## config.mk

```make
export PLATFORM = sky130hd
export DESIGN_NAME = rob
export DESIGN_NICKNAME = d
export VERILOG_FILES = /design/src/hdl/ooo_pkg.sv /design/src/hdl/rob.sv
export SDC_FILE = /design/constraint.sdc
export NUM_CORES = 1
export LEC_CHECK = 0
export ABC_AREA = 1
export BUFFER_PORTS_ARGS = -buffer_cell sky130_fd_sc_hd__buf_2
export CAP_MARGIN = 5
export CORE_MARGIN = 2
export CORE_UTILIZATION = 60
export CTS_CLUSTER_SIZE = 20
export DETAILED_ROUTE_END_ITERATION = 7
export HOLD_SLACK_MARGIN = 0.03
export PLACE_DENSITY = 0.81
export SKIP_CTS_REPAIR_TIMING = 1
export SYNTH_ARGS = -nofsm -noshare
export SYNTH_HDL_FRONTEND = slang
export SYNTH_SLANG_ARGS = --single-unit
```

## constraint.sdc

```tcl
create_clock -name clk -period 2.93 [get_ports clk]
set_clock_uncertainty 0.05 [all_clocks]
set_input_delay 0.586 -clock clk [delete_from_list [all_inputs] [get_ports clk]]
set_output_delay 0.586 -clock clk [all_outputs]
set_load 0.01 [all_outputs]
```

## src/hdl/ooo_pkg.sv

```systemverilog
package ooo_pkg;

  // sizes
  localparam int ROB_DEPTH   = 3;
  localparam int ROB_ENTRIES = 2 ** ROB_DEPTH;
  localparam int RS_ENTRIES  = 4;
  localparam int RS_IDX_W    = $clog2(RS_ENTRIES);
  localparam int IQ_DEPTH    = 2;
  localparam int IQ_ENTRIES  = 2 ** IQ_DEPTH;
  localparam int REG_COUNT   = 32;

  typedef logic [31:0]          word_t;
  typedef logic [4:0]           reg_idx_t;
  typedef logic [ROB_DEPTH-1:0] rob_tag_t;
  typedef logic [31:0]          order_t;
  typedef logic [3:0]           alu_op_t;

  // rv32i major opcodes
  localparam logic [6:0] OPC_OP     = 7'b0110011;
  localparam logic [6:0] OPC_OP_IMM = 7'b0010011;
  localparam logic [6:0] OPC_LUI    = 7'b0110111;

  // internal alu ops
  localparam alu_op_t ALU_ADD    = 4'd0;
  localparam alu_op_t ALU_SUB    = 4'd1;
  localparam alu_op_t ALU_SLL    = 4'd2;
  localparam alu_op_t ALU_SLT    = 4'd3;
  localparam alu_op_t ALU_SLTU   = 4'd4;
  localparam alu_op_t ALU_XOR    = 4'd5;
  localparam alu_op_t ALU_SRL    = 4'd6;
  localparam alu_op_t ALU_SRA    = 4'd7;
  localparam alu_op_t ALU_OR     = 4'd8;
  localparam alu_op_t ALU_AND    = 4'd9;
  // lui passes the upper immediate through
  localparam alu_op_t ALU_PASS_B = 4'd10;

endpackage : ooo_pkg

```

## src/hdl/rob.sv

```systemverilog
`timescale 1ns/1ps
module rob
  import ooo_pkg::*;
(
  input  logic     clk,
  input  logic     rst_n,
  input  logic     issue_valid,
  input  reg_idx_t issue_rd_s,
  input  rob_tag_t rs1_rf_tag,
  input  rob_tag_t rs2_rf_tag,
  input  logic     cdb_valid,
  input  rob_tag_t cdb_tag,
  input  word_t    cdb_v,
  output logic     rob_full,
  output rob_tag_t issue_tag,
  output logic     rs1_rob_ready,
  output logic     rs2_rob_ready,
  output word_t    rs1_rob_v,
  output word_t    rs2_rob_v,
  output logic     rob_commit,
  output reg_idx_t commit_rd_s,
  output word_t    commit_rd_v,
  output rob_tag_t commit_tag,
  output order_t   commit_order
);

  reg_idx_t               entry_rd [ROB_ENTRIES];
  word_t                  entry_v  [ROB_ENTRIES];
  logic [ROB_ENTRIES-1:0] entry_done;
  rob_tag_t               head;
  rob_tag_t               tail;
  logic [ROB_DEPTH:0]     count;

  assign rob_full  = count == (ROB_DEPTH + 1)'(ROB_ENTRIES);
  assign issue_tag = tail;

  // operand lookup by the tag the scoreboard holds
  assign rs1_rob_ready = entry_done[rs1_rf_tag];
  assign rs2_rob_ready = entry_done[rs2_rf_tag];
  assign rs1_rob_v     = entry_v[rs1_rf_tag];
  assign rs2_rob_v     = entry_v[rs2_rf_tag];

  // in-order retire of the head
  assign rob_commit  = (count != '0) && entry_done[head];
  assign commit_tag  = head;
  assign commit_rd_s = entry_rd[head];
  assign commit_rd_v = (entry_rd[head] == '0) ? '0 : entry_v[head];

  always_ff @(posedge clk or negedge rst_n) begin
    if (!rst_n) begin
      head         <= '0;
      tail         <= '0;
      count        <= '0;
      entry_done   <= '0;
      commit_order <= '0;
    end else begin
      if (issue_valid) begin
        entry_done[tail] <= 1'b0;
        tail             <= tail + 1'b1;
      end
      if (cdb_valid) entry_done[cdb_tag] <= 1'b1;
      if (rob_commit) begin
        head         <= head + 1'b1;
        commit_order <= commit_order + 1'b1;
      end
      count <= count + (ROB_DEPTH + 1)'(issue_valid) - (ROB_DEPTH + 1)'(rob_commit);
    end
  end

  always_ff @(posedge clk) begin
    if (issue_valid) entry_rd[tail] <= issue_rd_s;
    if (cdb_valid) entry_v[cdb_tag] <= cdb_v;
  end

endmodule : rob

```

==> flow_summary.yaml <==
timing:
  fmax_mhz: 314.8
  min_period_over_period_pct: 108.4
  min_period_ps: 3176
  maxSlewViolCount: 0
  max_slew.worst_pin.slew_ps: 719.9
  setup_viol: 32
  slew_headroom_pct: 51.83
  fin_ws_ps: -246.3
  rsz0062_at_grt: "yes"
  final.setup.tns_ps: -6390
  hold_viol_final: 0
detailed_routing:
  wl_per_cell_um: 21.85
  first_iter_violations: 2824
  first_pass_iters: 7
  vias: 18340
  ant_nets: 0
  drc_errors: 0
  wirelength_um: 61220
  viasPerCell: 6.546
grt:
  grt_overflow_total: 0
  antenna_found_initial: 7
  met1_usage_pct: 42.91
  met2_usage_pct: 54.05
  grt_pass1_vias: 16710
  grt_use_total_pct: 33.52
  grt-busiest-layer: "met2"
  grt_pass1_wl_um: 87320
  grt_max_degree: 120
  use_met3_pct: 6.959
finish:
  drive_above_1_share_pct: 16.65
  layout_common_cells: "o21ai_0 (436), edfxtp_1 (296), nand2_1 (272), nor2_1 (268), a21oi_1 (263)"
  area_growth_pct: 18.72
  final_common_cell: "o21ai_0"
  final_area_sq_um: 22480
  layout.nets: 2432
  finalNonFillerCells: 2801
place:
  hpwl_um: 34120
  gp_congestion: 0.9262
  dpl_cell_area_sq_um: 20570
  dp_cells: 2708
  port_buffers: 192
  dp_slack_ps: 198.6
floorplan:
  die_w_um: 181.6
  die_area_sq_um: 32990
  initial_utilization_pct: 60.47
  fp.coreArea_sq_um: 31310
  die_h_um: 181.6
  core.rowCount: 65
  ioPinCount: 193
synthesis:
  seq_area_frac_synth_pct: 53.56
  async_flop_share_pct: 14.45
  ys_ff_latch: 346
  syn-cell-area_sq_um: 18930
  ys_warn_count: 0
  avgSynthCellArea_sq_um: 8.536
  yosysUniqueCellTypes: 31
  postSynth.topFlopCell: "edfxtp_1"
  synth_enable_flop_cells: 296
  syn_inst: 2218
  synth_nets: 2278
job:
  cap_violations: 0
pwr:
  power_mw: 18.70
  ir_worst_vdd_v: 0.0005529
  p_per_area_nw_per_um2: 831.9
  p_leak_nw: 8.755
setup_path:
  required_ps: 2290
  path_max_fanout: 34
  path_class: "register to output pin"
  start_kind: "register"
  crit_path_end_kind: "output pin"
  rrSetupSlack_ps: 300
  worstPathArrival_ps: 2540
clock_tree:
  cts-buffers-inserted: 37
  clk_latency_ps: 530
  clockBufferDepth: 3
  cts_root_buf: "clkbuf_16"
  cts_sinks: 346
  htree_num_levels: 2
  clkTransAtPathRegs_ps: 60
  cts_tree: "done"
worst_hold_path:
  hold_class: "primary input to async pin"
outcome:
  status: "complete, but fails checks"
  violations: "setup timing"
flip-flops by register name (all words and copies together) (netlist names):
name and count:
commit_order 32, commit_tag 3, count 4, entry_done 8, entry_rd 40, entry_v 256
issue_tag 3
Yosys cell counts, drive strengths merged (10+ instances only):
library cell | number | area, sq um
edfxtp | 296 | 8889
clkbuf | 104 | 390.4
inv | 168 | 630.6
nand2 | 276 | 1036
nor2 | 301 | 1137
nand3 | 68 | 340.3
o211ai | 34 | 255.2
o21ai | 445 | 2231
o31ai | 31 | 232.7
xor2 | 11 | 96.34
a21oi | 263 | 1316
buf | 63 | 341.6
xnor2 | 10 | 87.58
dfrtp | 50 | 1251
a31oi | 64 | 400.4
nand3b | 11 | 82.58
report_power, final:
group | total, mW | switching [mW] | internal [mW]
clock | 4.43 | 1.92 | 2.52
combinational | 8.26 | 5.12 | 3.14
sequential | 6.01 | 0.290 | 5.72
total | 18.7 | 7.33 | 11.4
worst max-delay path, stage by stage (launching register included):
cell and delay [ps]:
dfrtp_4 590, clkbuf_16 220, buf_6 200, o21ai_0 270
nor2_1 110, o31ai_2 340, nor2_4 110, buf_2 150
logic make-up (layout without fill, tap and decap cells):
kind of cell	Yosys count	in the layout	share of synthesized area, %
AOI/OAI and AO/OA	846	846	23.74
and+or+nand+nor	659	659	13.82
DFF	346	346	53.56
buffers and inverters	336	514	7.216
xor gates and xnor gates	21	21	0.9714
adders and majority gates	10	10	0.7005
other	0	3	0
final timing paths:
path	start	endpoint	cells after the start
max in group asynchronous	rst_n	commit_tag[0]	2
hold reg to reg	commit_order[31]	commit_order[31]	2
setup / recovery	commit_tag[0]	commit_rd_v[28]	7
min in group clk	cdb_v[24]	entry_v[3][24]	1
hold / removal	rst_n	commit_order[31]	1
setup reg to reg	commit_tag[0]	count[2]	13
area by class of cell:
cell class                 count  area, sq um
timing repair inverter         1        11.26
clock buffer                  44        962.2
timing repair buffer         281         2321
sequential                   346        10150
tap                          402        503.0
antenna                        3        7.507
fill                        2157         8835
clock inverter                19        148.9
multi-input combinational   1536         7727
inverter                     169        649.4
routing by layer:
metal / up-vias / part of all wire (%)
met4: 6 / 5.4
met1: 8355 / 35
met5: - / 0.056
met2: 1570 / 46
met3: 318 / 14
li1: 8087 / -
through the flow:
step	utilization (%)	hold slack, ps
6_report	71.78	11.51
5_1_grt	71.78	46.35
4_1_cts	69.23	22.68
3_5_place_dp	65.69	469.5
3_3_place_gp	65.69	459.0
2_1_floorplan	-	240.4
No activity file was read; power rests on OpenSTA's default activity.
