$ cat src/hdl/ooo_pkg.sv
package ooo_pkg;

  // sizes
  localparam int ROB_DEPTH   = 3;
  localparam int ROB_ENTRIES = 2 ** ROB_DEPTH;
  localparam int RS_ENTRIES  = 4;
  localparam int RS_IDX_W    = $clog2(RS_ENTRIES);
  localparam int IQ_DEPTH    = 2;
  localparam int IQ_ENTRIES  = 2 ** IQ_DEPTH;
  localparam int REG_COUNT   = 32;

  typedef logic [31:0]          word_t;
  typedef logic [4:0]           reg_idx_t;
  typedef logic [ROB_DEPTH-1:0] rob_tag_t;
  typedef logic [31:0]          order_t;
  typedef logic [3:0]           alu_op_t;

  // rv32i major opcodes
  localparam logic [6:0] OPC_OP     = 7'b0110011;
  localparam logic [6:0] OPC_OP_IMM = 7'b0010011;
  localparam logic [6:0] OPC_LUI    = 7'b0110111;

  // internal alu ops
  localparam alu_op_t ALU_ADD    = 4'd0;
  localparam alu_op_t ALU_SUB    = 4'd1;
  localparam alu_op_t ALU_SLL    = 4'd2;
  localparam alu_op_t ALU_SLT    = 4'd3;
  localparam alu_op_t ALU_SLTU   = 4'd4;
  localparam alu_op_t ALU_XOR    = 4'd5;
  localparam alu_op_t ALU_SRL    = 4'd6;
  localparam alu_op_t ALU_SRA    = 4'd7;
  localparam alu_op_t ALU_OR     = 4'd8;
  localparam alu_op_t ALU_AND    = 4'd9;
  // lui passes the upper immediate through
  localparam alu_op_t ALU_PASS_B = 4'd10;

endpackage : ooo_pkg

$ cat src/hdl/regfile_scoreboard.sv
`timescale 1ns/1ps
module regfile_scoreboard
  import ooo_pkg::*;
(
  input  logic     clk,
  input  logic     rst_n,
  input  logic     issue_valid,
  input  reg_idx_t issue_rd_s,
  input  rob_tag_t issue_tag,
  input  reg_idx_t issue_rs1_s,
  input  reg_idx_t issue_rs2_s,
  input  logic     rob_commit,
  input  reg_idx_t commit_rd_s,
  input  word_t    commit_rd_v,
  input  rob_tag_t commit_tag,
  output logic     rs1_rf_ready,
  output logic     rs2_rf_ready,
  output word_t    rs1_rf_v,
  output word_t    rs2_rf_v,
  output rob_tag_t rs1_rf_tag,
  output rob_tag_t rs2_rf_tag
);

  word_t                regs [REG_COUNT];
  rob_tag_t             tags [REG_COUNT];
  logic [REG_COUNT-1:0] busy;
  logic                 rename_we;
  logic                 commit_we;

  assign rename_we = issue_valid && (issue_rd_s != '0);
  assign commit_we = rob_commit && (commit_rd_s != '0);

  // lookups at issue
  assign rs1_rf_ready = !busy[issue_rs1_s];
  assign rs2_rf_ready = !busy[issue_rs2_s];
  assign rs1_rf_v     = regs[issue_rs1_s];
  assign rs2_rf_v     = regs[issue_rs2_s];
  assign rs1_rf_tag   = tags[issue_rs1_s];
  assign rs2_rf_tag   = tags[issue_rs2_s];

  always_ff @(posedge clk or negedge rst_n) begin
    if (!rst_n) begin
      for (int i = 0; i < REG_COUNT; i++) begin
        regs[i] <= '0;
      end
      busy <= '0;
    end else begin
      if (commit_we) begin
        regs[commit_rd_s] <= commit_rd_v;
        // a newer producer keeps the register busy
        if (tags[commit_rd_s] == commit_tag) busy[commit_rd_s] <= 1'b0;
      end
      // rename after release so a same-cycle issue wins
      if (rename_we) busy[issue_rd_s] <= 1'b1;
    end
  end

  always_ff @(posedge clk) begin
    if (rename_we) tags[issue_rd_s] <= issue_tag;
  end

endmodule : regfile_scoreboard

$ cat config.mk
export PLATFORM = sky130hd
export DESIGN_NAME = regfile_scoreboard
export DESIGN_NICKNAME = d
export VERILOG_FILES = /design/src/hdl/ooo_pkg.sv /design/src/hdl/regfile_scoreboard.sv
export SDC_FILE = /design/constraint.sdc
export NUM_CORES = 2
export LEC_CHECK = 0
export CORE_ASPECT_RATIO = 1.75
export CORE_UTILIZATION = 60
export DETAILED_ROUTE_END_ITERATION = 12
export DONT_BUFFER_PORTS = 1
export GPL_ROUTABILITY_DRIVEN = 0
export GPL_TIMING_DRIVEN = 0
export PLACE_DENSITY_LB_ADDON = 0.08
export SYNTH_ARGS = -nofsm -noshare
export SYNTH_HDL_FRONTEND = slang
export SYNTH_SLANG_ARGS = --single-unit
$ cat constraint.sdc
create_clock -name clk -period 3.3 [get_ports clk]
set_input_delay 0.165 -clock clk [delete_from_list [all_inputs] [get_ports clk]]
set_output_delay 0.165 -clock clk [all_outputs]
set_load 0.005 [all_outputs]
==> impl_metrics.json <==
{
  "route.detailed.drc": 0,
  "synth_compound_area_share_pct": 0.736,
  "synth_mux_area_share_pct": 46.9,
  "postCtsHoldBufs": 50,
  "finClkSkew_ps": 26.1,
  "cts.sinks": 1152,
  "track_usage_pct": 39.5,
  "synth_top_family_by_area": "multiplexers",
  "ys_warn_count": 0,
  "cts.clk_slew.worst_paths_ps": 60,
  "ys_seq_area_share_pct": 47.9,
  "path_class": "primary input to output pin",
  "row_count": 154,
  "die-width_um": 243,
  "synthArstFlopShare_pct": 91.7,
  "worstRegToRegCells": 7,
  "core-area_um2": 101000,
  "r2r_setup_slack_ps": 160,
  "layout_common_cells": "mux2_2 (1,056), dfrtp_1 (1,056), mux4_2 (724), clkbuf_1 (208), buf_2 (147)",
  "timing.hold.ws_ps": -573,
  "crit-reg2reg-launch": "tags[2][1]",
  "drt-pass1-iter-count": 6,
  "relSlewSlack_pct": -3.51,
  "grt_pass1_vias": 42400,
  "fin_ws_ps": -45.5,
  "drive_above_1_share_pct": 56.1,
  "drv_slew": 10,
  "place_inst": 4980,
  "ant_nets": 0,
  "grt_pass1_wl_um": 288000,
  "avgSynthCellArea_um2": 16.8,
  "wire_per_inst_um": 37.9,
  "crit_fanout": 10,
  "post-route-period-util_pct": 101,
  "syn-cell-area_um2": 61200,
  "ir_drop_mv": 0.481,
  "ys_seq_elements": 1152,
  "crit_path_end": "rs1_rf_v[30]",
  "die_y_um": 424,
  "required_ps": 3130,
  "wirelength_um": 199000,
  "nets": 3886,
  "grt-ovfl-total": 0,
  "reg2reg_to": "busy[15]",
  "power_density_nw_per_um2": 606,
  "tightest_slew_ps": 1550,
  "cts_made_buffers": 109,
  "arrival_ps": 3180,
  "synthXorXnorAreaFrac_pct": 0.0143,
  "drt-initial-drc-count": 3977,
  "cts_root_buffer": "clkbuf_16",
  "h-tree-depth": 3,
  "synth-edff-count": 96,
  "areaGrowthSynthToFinish_pct": 10.4,
  "worstHoldPathType": "primary input to asynchronous set/reset pin",
  "start_util_pct": 60.7,
  "fmax_mhz": 299,
  "synth_ff_type": "dfrtp_1",
  "p_leak_nw": 28.1,
  "cts_buffer_depth": 3,
  "antenna_found_initial": 15,
  "ios": 134,
  "clock_latency_ps": 750,
  "outcome": "finished, violations left",
  "io_buffer_count": 0,
  "synth_cells": 3651,
  "startpoint_type": "primary input",
  "num_vias": 39000,
  "finalCriticalPeriod_ps": 3350,
  "synthSimpleGateAreaFrac_pct": 1.43,
  "via_per_inst": 7.43,
  "grt_max_degree": 1057,
  "endpoint_kind": "output pin",
  "hold_viol_final": 273,
  "yosysUniqueCellTypes": 44,
  "cts_tree": "done",
  "violations": "hold timing, capacitance limit, slew limit, setup timing",
  "setup_viol": 4,
  "synthAdderAreaFrac_pct": 0,
  "final_cells": 5247,
  "crit_start": "issue_rs1_s[3]",
  "setup-tns-final_ps": -83.7,
  "dp_hpwl_um": 139000,
  "cap_violations": 1,
  "dieArea_um2": 103000
}
cells by family (layout without fill, tap and decap cells):
family | after synthesis | count (layout)
mux | 1828 | 1828
flops | 1152 | 1152
buf+inv | 424 | 685
simple gates | 188 | 188
compound gates | 57 | 57
other cells | 1 | 10
xor+xnor | 1 | 1
sequential cells by signal (all words and copies together) (netlist names):
signal  cells
tags       96
regs     1024
busy       32
layer usage:
layer / wire (um) / vias up / track usage, %
met5: 90 / - / 0
met2: 101000 / 2467 / 65.5
li1: - / 14700 / -
met4: 16200 / 16 / 28.7
met1: 65500 / 20900 / 45.1
met3: 16500 / 889 / 9.03
synth_stat cells, types with 2 or more instances:
cell type / count / area share [%]
dfrtp_1: 1056 / 43
mux2_2: 1056 / 19
mux4_2: 724 / 27
clkbuf_1: 227 / 1.4
buf_2: 148 / 1.2
nor2_1: 98 / 0.60
edfxtp_1: 96 / 4.7
mux2i_1: 40 / 0.65
nand2_1: 28 / 0.17
a31oi_1: 27 / 0.28
buf_1: 27 / 0.17
nor3_1: 16 / 0.13
inv_1: 11 / 0.068
nand3_1: 10 / 0.082
o22ai_1: 10 / 0.10
mux2_1: 8 / 0.15
buf_4: 7 / 0.086
nor2b_1: 7 / 0.072
nand2b_1: 6 / 0.061
a41oi_2: 5 / 0.13
or2_2: 5 / 0.051
buf_6: 4 / 0.074
nand4_1: 4 / 0.041
and4_1: 3 / 0.043
o32ai_1: 3 / 0.043
a311oi_1: 2 / 0.029
a32oi_1: 2 / 0.029
nand4b_1: 2 / 0.029
nand4bb_1: 2 / 0.037
nor3b_1: 2 / 0.025
o221ai_1: 2 / 0.029
final cells by class:
| type | instances | area (um2) |
|---|---|---|
| clock buffers | 147 | 3090 |
| multi-input cells | 2077 | 30000 |
| repair buffers | 60 | 736 |
| fillers | 6841 | 33300 |
| plain buffers | 413 | 1920 |
| well taps | 1326 | 1660 |
| diodes | 7 | 17.5 |
| inverters | 11 | 41.3 |
| clock inverters | 54 | 708 |
| flip-flops and latches | 1152 | 29300 |
metrics by stage:
stage	util (%)	power [mW]	hold slack, ps	area [um2]	worst slack (ps)
6_report	67.0	40.9	-573	67500	-45.5
2_1_floorplan	-	24.5	-131	61200	978
3_5_place_dp	62.4	27.0	-82.3	62900	-961
4_1_cts	66.8	40.5	-858	67300	16.1
3_3_place_gp	62.3	26.2	-82.2	62800	-913
5_1_grt	67.0	42.2	-515	67500	-0.257
worst min path at each step:
| stage | startpoint | end | slack (ps) | cells after the start |
|---|---|---|---|---|
| 6_report | rst_n | regs[6] | -570 | 1 |
| 4_1_cts | rst_n | regs[866] | -860 | 0 |
| 2_1_floorplan | rst_n | busy[0] | -130 | 0 |
| 3_5_place_dp | rst_n | regs[68] | -80 | 0 |
| 5_1_grt | rst_n | regs[6] | -510 | 1 |
| 3_3_place_gp | rst_n | regs[325] | -80 | 0 |
repair_timing:
action                                  CTS  global route
buffers inserted                          3             0
endpoints found under the hold margin  2017           273
gates resized for setup                  56            13
gates cloned                              0             1
setup endpoints to repair                72           290
where the power goes:
part | switching [mW] | internal, mW
Combinational | 3.48 | 5.14
Clock | 5.83 | 7.76
Sequential | 1.91 | 16.8
worst max-delay path, cell delays in order:
cell and delay [ps]:
buf_1 1030, clkbuf_1 1120, mux4_2 520, mux2_2 330
No activity file was read; power rests on OpenSTA's default activity.
