$ cat config.mk
export PLATFORM = sky130hd
export DESIGN_NAME = instr_queue
export DESIGN_NICKNAME = d
export VERILOG_FILES = /design/src/hdl/ooo_pkg.sv /design/src/hdl/instr_queue.sv
export SDC_FILE = /design/constraint.sdc
export NUM_CORES = 1
export LEC_CHECK = 0
export ABC_AREA = 1
export BUFFER_PORTS_ARGS = -buffer_cell sky130_fd_sc_hd__buf_2
export CORE_MARGIN = 5
export CORE_UTILIZATION = 45
export CTS_BUF_LIST = sky130_fd_sc_hd__clkbuf_8
export DETAILED_ROUTE_END_ITERATION = 8
export GPL_ROUTABILITY_DRIVEN = 1
export PLACE_DENSITY = 0.68
export SETUP_SLACK_MARGIN = 0.15
export SKIP_CTS_REPAIR_TIMING = 1
export SLEW_MARGIN = 20
export SYNTH_ARGS = -nofsm -noshare
export SYNTH_HDL_FRONTEND = slang
export SYNTH_SLANG_ARGS = --single-unit
$ cat constraint.sdc
create_clock -name clk -period 2.46 [get_ports clk]
set_input_delay 0.492 -clock clk [delete_from_list [all_inputs] [get_ports clk]]
set_output_delay 0.492 -clock clk [all_outputs]
set_load 0.03 [all_outputs]
$ cat src/hdl/ooo_pkg.sv
package ooo_pkg;

  // sizes
  localparam int ROB_DEPTH   = 3;
  localparam int ROB_ENTRIES = 2 ** ROB_DEPTH;
  localparam int RS_ENTRIES  = 4;
  localparam int RS_IDX_W    = $clog2(RS_ENTRIES);
  localparam int IQ_DEPTH    = 2;
  localparam int IQ_ENTRIES  = 2 ** IQ_DEPTH;
  localparam int REG_COUNT   = 32;

  typedef logic [31:0]          word_t;
  typedef logic [4:0]           reg_idx_t;
  typedef logic [ROB_DEPTH-1:0] rob_tag_t;
  typedef logic [31:0]          order_t;
  typedef logic [3:0]           alu_op_t;

  // rv32i major opcodes
  localparam logic [6:0] OPC_OP     = 7'b0110011;
  localparam logic [6:0] OPC_OP_IMM = 7'b0010011;
  localparam logic [6:0] OPC_LUI    = 7'b0110111;

  // internal alu ops
  localparam alu_op_t ALU_ADD    = 4'd0;
  localparam alu_op_t ALU_SUB    = 4'd1;
  localparam alu_op_t ALU_SLL    = 4'd2;
  localparam alu_op_t ALU_SLT    = 4'd3;
  localparam alu_op_t ALU_SLTU   = 4'd4;
  localparam alu_op_t ALU_XOR    = 4'd5;
  localparam alu_op_t ALU_SRL    = 4'd6;
  localparam alu_op_t ALU_SRA    = 4'd7;
  localparam alu_op_t ALU_OR     = 4'd8;
  localparam alu_op_t ALU_AND    = 4'd9;
  // lui passes the upper immediate through
  localparam alu_op_t ALU_PASS_B = 4'd10;

endpackage : ooo_pkg

$ cat src/hdl/instr_queue.sv
`timescale 1ns/1ps
module instr_queue
  import ooo_pkg::*;
(
  input  logic     clk,
  input  logic     rst_n,
  input  logic     instr_valid,
  input  word_t    instr,
  input  logic     rs_full,
  input  logic     rob_full,
  output logic     instr_ready,
  output logic     issue_valid,
  output alu_op_t  issue_op,
  output reg_idx_t issue_rd_s,
  output reg_idx_t issue_rs1_s,
  output reg_idx_t issue_rs2_s,
  output word_t    issue_imm,
  output logic     issue_use_imm
);

  word_t               fifo_mem [IQ_ENTRIES];
  logic [IQ_DEPTH-1:0] head;
  logic [IQ_DEPTH-1:0] tail;
  logic [IQ_DEPTH:0]   count;
  logic                push;
  word_t               head_word;
  logic [6:0]          opcode;
  logic [2:0]          funct3;

  assign instr_ready = count != (IQ_DEPTH + 1)'(IQ_ENTRIES);
  assign push        = instr_valid && instr_ready;
  // pop only when both rs and rob have room
  assign issue_valid = (count != '0) && !rs_full && !rob_full;

  always_ff @(posedge clk or negedge rst_n) begin
    if (!rst_n) begin
      head  <= '0;
      tail  <= '0;
      count <= '0;
    end else begin
      if (push) tail <= tail + 1'b1;
      if (issue_valid) head <= head + 1'b1;
      count <= count + (IQ_DEPTH + 1)'(push) - (IQ_DEPTH + 1)'(issue_valid);
    end
  end

  always_ff @(posedge clk) begin
    if (push) fifo_mem[tail] <= instr;
  end

  // decode of the head word
  assign head_word = fifo_mem[head];
  assign opcode    = head_word[6:0];
  assign funct3    = head_word[14:12];

  assign issue_rd_s    = head_word[11:7];
  assign issue_rs1_s   = (opcode == OPC_LUI) ? '0 : head_word[19:15];
  assign issue_rs2_s   = (opcode == OPC_OP) ? head_word[24:20] : '0;
  assign issue_use_imm = (opcode == OPC_OP_IMM) || (opcode == OPC_LUI);
  assign issue_imm     = (opcode == OPC_LUI) ? {head_word[31:12], 12'b0}
                                             : {{20{head_word[31]}}, head_word[31:20]};

  always_comb begin
    case (funct3)
      3'b000:  issue_op = (opcode == OPC_OP && head_word[30]) ? ALU_SUB : ALU_ADD;
      3'b001:  issue_op = ALU_SLL;
      3'b010:  issue_op = ALU_SLT;
      3'b011:  issue_op = ALU_SLTU;
      3'b100:  issue_op = ALU_XOR;
      3'b101:  issue_op = head_word[30] ? ALU_SRA : ALU_SRL;
      3'b110:  issue_op = ALU_OR;
      default: issue_op = ALU_AND;
    endcase
    if (opcode == OPC_LUI) issue_op = ALU_PASS_B;
  end

endmodule : instr_queue

==> run metrics, run 1 <==
failing checks negative setup slack; H-Tree Depth 4; DRC Markers 0; ys flop type edfxtp_1; Reg power frac 0.283; Synth Cell Area 0.005846 mm^2; leakage power total 0.002829 uW; final setup fails 44; Post-DP HPWL 8.124 mm; syn avg cell area 13.08 um^2; worst-path fanout max 8; Async SR Flop Fraction 0.05185; Initial Util 0.4613; critical path type flop to output pin; worst hold path type primary input to flop; Yosys warnings 0; Final WS setup -0.2622 ns; min Tclk post-route 2.722 ns; Clock power frac 0.176; drt pass-1 iters 4; Peak VDD IR 911.5 uV; Cell Int Power 6447 uW; Worst Path Arrival 2.23 ns; Synth top area share 0.6575; Logic pwr share 0.540; # rows 41; fin nets 607; Clock Path Buffers 2; gr usage total 0.1674; RR Endpoint count[2]$_DFF_PN0_; global-route wire length before repair 19.03 mm; WP data required 1.97 ns; largest area contributor in the netlist edfxtp_1; remaining global-route overflow 0; Routed WL 12.84 mm; Yosys reg bits 135; Final Max Tran Viols 0; layout cells sized above 1 0.3798; CP endpoint kind output pin; Final Instance Area 0.007402 mm^2; CTS buffer count 17; clk slew on worst S/H paths 0.07 ns; Core ar. 0.01267 mm^2; chip width 124.0 um; worst setup path end issue_imm[26]; # fillers 1001; drt wl/cell 17.21 um; P_sw 4899 uW; number of global-route vias before repair 3753; via count 3812; Layout area overhead 26.63%; clk_lat worst skew 0.44 ns; Num Clock Sinks 135; DR iter-0 viols 234; Post-Syn Nets 491; PortBufs 90; dominant cells by area after synthesis edfxtp_1 (66%), nand2_1 (5.6%), nor2_1 (3.1%); period utilisation layout 1.107; Worst Min Path Start instr[7]; Max Cap Violations 0; final-report hold violation count 0; status finished with violations; RSZ-0062 raised after global routing true; Die Ht 124.0 um; Reg2Reg Depth 10; setup_tns -9.115 ns; pin count of the biggest net entering global routing 33; Max Fclk 0.3673 GHz; Worst R2R Setup Slack 0.50 ns; post-synth cell types 33; CP startpoint kind flop; CTS tree done; initial antenna violation count 1; PwrDens 1533 mW/mm^2; Seq/Total Area, Yosys 0.6875; CTS Root Cell clkbuf_8; die footprint 0.01537 mm^2; # IOs 91; Post-synth EDFFs 128; CP Launch Point head[0]$_DFFE_PN0P_; Post-DP Area 0.006474 mm^2; GPL Wtd Cong 0.7640; DRT antenna net count 0; Cells after Synth 447; Slew headroom 0.6713; skew final 0.01401 ns; # diodes 0; worst slew pin tran 0.4931 ns; Finished Core Util 0.5842; Sw Ratio 0.4318; drt via density 5.110; worst r2r src count[1]$_DFF_PN0_
-- cell families after synthesis --
logic type                 synth area share
DFF                                  0.6875
AOI/OAI and AO/OA                   0.09054
xor gates and xnor gates           0.005994
adders and majority gates           0.01627
and+or+nand+nor                      0.1436
buffers and inverters               0.05608
-- critical path: stages, from the launching register on --
cell     delay, ns
dfrtp_2       0.50
buf_6         0.14
nand2_1       0.07
nand2_1       0.08
nand2_1       0.05
nand2_1       0.07
nand2_2       0.07
nor2_4        0.18
nand2_8       0.12
buf_12        0.17
o21ai_4       0.17
buf_6         0.15
-- power groups by stage --
stage               Sequential (uW)  Combinational, uW  Clock (uW)
floorplan                      3210               3960           0
global placement               3240               5070           0
detailed placement             3260               5160           0
CTS                            3220               5170        2040
global route                   3260               6590        2150
finish                         3210               6130        2000
-- Yosys cell counts (7+ instances only) --
cell type	instances
dfrtp_1	7
nor2_1	48
nand2_2	9
inv_1	16
edfxtp_1	128
nand2_1	87
o21ai_2	19
nand3_2	12
a21oi_1	17
o21ai_0	14
a32o_1	15
nand3_1	17
buf_6	11
-- layout make-up --
cell class	count	area, um^2	share of cell area
Timing Repair Buffer	122	1013	0.1369
Clock inverter	13	205.2	0.02772
Clock buffer	17	234.0	0.03161
Sequential cell	135	4021	0.5433
Tap cell	172	215.2	0.02907
Multi-Input combinational cell	265	1605	0.2169
Inverter	22	107.6	0.01454
-- worst min path at each step --
stage          cells after the start                        end  slack [ns]
3_3_place_gp                       1         count[0]$_DFF_PN0_        0.34
4_1_cts                            1         count[0]$_DFF_PN0_       -0.14
3_5_place_dp                       1         count[0]$_DFF_PN0_        0.34
2_1_floorplan                      0         count[0]$_DFF_PN0_        0.20
6_report                           1   fifo_mem[2][7]$_DFFE_PP_        0.27
5_1_grt                            1  fifo_mem[1][23]$_DFFE_PP_        0.24
-- metrics by stage --
| step | worst slack, ns | hold slack (ns) | total power (uW) | std cells |
|---|---|---|---|---|
| final | -0.2622 | 0.2702 | 11350 | 746 |
| after floorplan | -0.2900 | 0.1964 | 7170 | 447 |
| after global placement | 0.06133 | 0.3412 | 8309 | 701 |
| after CTS | -0.4586 | -0.1377 | 10430 | 731 |
| after detailed placement | 0.03126 | 0.3431 | 8422 | 701 |
| after global routing | -0.4201 | 0.2380 | 11990 | 746 |
-- placed cells by master, fill, tap and decap left out, types with 3 or more instances in the layout --
cell / synthesis / final
clkinv_4: 0 / 3
a21oi_1: 17 / 16
buf_2: 5 / 56
nand3_1: 17 / 16
nand3_2: 12 / 13
o21ai_2: 19 / 16
nor2_2: 0 / 4
nor2_4: 2 / 6
clkbuf_4: 0 / 6
buf_6: 11 / 24
bufinv_16: 0 / 5
dfrtp_1: 7 / 5
edfxtp_1: 128 / 128
nand2_1: 87 / 82
inv_1: 16 / 16
o21ai_0: 14 / 13
nand2_2: 9 / 13
a32o_1: 15 / 15
clkbuf_8: 0 / 17
o22ai_1: 5 / 5
nor2_1: 48 / 40
ha_1: 6 / 6
inv_2: 4 / 3
o21ai_4: 0 / 3
buf_12: 2 / 6
buf_4: 6 / 24
-- state kept, by name (all words and copies together), names as in the netlist --
register and cells:
head 2, fifo_mem 128, count 3, tail 2
-- layer usage --
| layer | GRT usage | vias to the layer above | wire (um) |
|---|---|---|---|
| li1 | - | 1828 | - |
| met1 | 0.1992 | 1856 | 5201 |
| met2 | 0.2842 | 103 | 6687 |
| met3 | 0.05223 | 23 | 721 |
| met4 | 0.06571 | 2 | 218 |
| met5 | 0 | - | 12 |
No activity file was read; power rests on OpenSTA's default activity.
==> run 2: changes to the inputs <==
==> constraint.sdc (replaced) <==
create_clock -name clk -period 2.3 [get_ports clk]
set_input_delay 0.46 -clock clk [delete_from_list [all_inputs] [get_ports clk]]
set_output_delay 0.46 -clock clk [all_outputs]
set_load 0.03 [all_outputs]
==> run metrics, run 2 (synthesized netlist as in run 1, its figures left out) <==
Regs by FF count fifo_mem x128, count x3; worst-path fanout max 7; # IOs 91; Layout area overhead 33.95%; Die Ht 124.0 um; Final WS setup -0.3358 ns; failing checks negative setup slack; H-Tree Depth 4; Core ar. 0.01267 mm^2; Num Clock Sinks 135; most frequent cells in the layout edfxtp_1 (128), nand2_1 (78), buf_6 (40), buf_4 (40), buf_2 (39); DR iter-0 viols 271; PortBufs 90; status finished with violations; Post-DP HPWL 8.389 mm; chip width 124.0 um; PwrDens 1720 mW/mm^2; RSZ-0062 raised after global routing true; Cell Int Power 7796 uW; Initial Util 0.4613; Final Max Tran Viols 0; Max Fclk 0.3794 GHz; CTS tree done; final setup fails 50; via count 3993; Slew headroom 0.7797; remaining global-route overflow 0; worst slew pin tran 0.3305 ns; P_sw 5671 uW; min Tclk post-route 2.636 ns; Top reg by flops fifo_mem; Clock power frac 0.176; Sw Ratio 0.4211; clk slew on worst S/H paths 0.07 ns; Largest register FFs 128; drt wl/cell 18.34 um; WP data required 1.84 ns; # rows 41; gr usage total 0.1739; Placement Setup Slack -0.02343 ns; leakage power total 0.003034 uW; commonest non-fill, non-tap cell in the layout edfxtp_1; drt pass-1 iters 7; Cells after DPL 708; clk_lat worst skew 0.43 ns; CP endpoint kind output pin; period utilisation layout 1.146; GPL Wtd Cong 0.7616; Worst Path Arrival 2.18 ns; fin nets 620; DRC Markers 0; layout cells sized above 1 0.4252; Post-DP Area 0.006534 mm^2; Routed WL 13.94 mm; CTS buffer count 17; worst hold path type primary input to flop; Final Instance Area 0.007830 mm^2; non-filler instance count after layout 760; critical path type flop to output pin; initial antenna violation count 2; number of global-route vias before repair 4023; # diodes 0; Clock Path Buffers 2; die footprint 0.01537 mm^2; final-report hold violation count 0; Max Cap Violations 0; Peak VDD IR 941.9 uV; global-route wire length before repair 20.07 mm; Reg power frac 0.254; Logic pwr share 0.570; DRT antenna net count 0; drt via density 5.254; skew final 0.009650 ns; pin count of the biggest net entering global routing 40; CTS Root Cell clkbuf_8; CP startpoint kind flop
run 2: cell count changes in the layout (fill, tap and decap cells not counted), moves of 3 or more:
cell / previous run / this run
buf_2: 56 / 39
buf_4: 24 / 40
buf_6: 24 / 40
clkbuf_4: 6 / 0
nand2_1: 82 / 78
nand2_4: 1 / 6
nor2_1: 40 / 26
nor2_2: 4 / 11
nor2_4: 6 / 13
o21ai_2: 16 / 13
o21ai_4: 3 / 6
run 2: power groups by stage:
stage	clock network, uW	registers, uW	logic, uW
after floorplan	0	3420	4270
after global routing	2520	3470	8150
after CTS	2410	3430	5720
after global placement	0	3470	5590
after detailed placement	0	3480	5700
final	2370	3420	7680
run 2: stage by stage:
stage / util / hold WS (ns) / power (uW) / TNS, ns
CTS: 0.5543 / -0.1531 / 11560 / -19.35
floorplan: - / 0.1644 / 7689 / 0
global placement: 0.5157 / 0.3080 / 9055 / 0
finish: 0.6180 / 0.2485 / 13470 / -12.54
detailed placement: 0.5157 / 0.3102 / 9177 / -0.1100
global route: 0.6180 / 0.2046 / 14140 / -18.17
run 2: layout make-up:
cell class                 count  area (um^2)
timing repair buffer         133         1211
sequential                   135         4021
fill                         941         4841
timing repair inverter         2        26.28
multi-input combinational    265         1738
tap                          172        215.2
clock inverter                14        255.2
inverter                      22        128.9
clock buffer                  17        234.0
run 2: layer usage:
layer / global-route usage / share of wire / wire [um] / up-vias
met1: 0.2125 / 0.39 / 5468 / 1963
met3: 0.04496 / 0.064 / 898 / 21
met2: 0.2984 / 0.53 / 7333 / 145
li1: - / - / - / 1860
met4: 0.06297 / 0.015 / 213 / 4
met5: 0 / 0.0015 / 21 / -
run 2: final timing paths:
path / start / end / slack [ns] / depth (start not counted)
worst max-delay path: head[0]$_DFFE_PN0P_ / issue_imm[16] / -0.34 / 13
worst min-delay path: instr[28] / fifo_mem[0][28]$_DFFE_PP_ / 0.25 / 1
worst max register to register: count[1]$_DFF_PN0_ / count[2]$_DFF_PN0_ / 0.35 / 10
worst min register to register: count[0]$_DFF_PN0_ / count[0]$_DFF_PN0_ / 0.57 / 1
max in group asynchronous: rst_n / head[1]$_DFFE_PN0P_ / 1.72 / 2
min in group asynchronous: rst_n / tail[1]$_DFFE_PN0P_ / 0.40 / 2
run 2: worst max-delay path: stages, from the launching register on:
cell and delay [ns]:
dfrtp_2 0.43, buf_12 0.15, clkinv_8 0.06, nand2_2 0.05, nand2_1 0.06, nand2_1 0.04, nand2_1 0.08, nand2_2 0.07
nor2_4 0.15, nand2_4 0.13, nand2_8 0.13, clkbuf_16 0.19, o21ai_2 0.07, buf_6 0.14
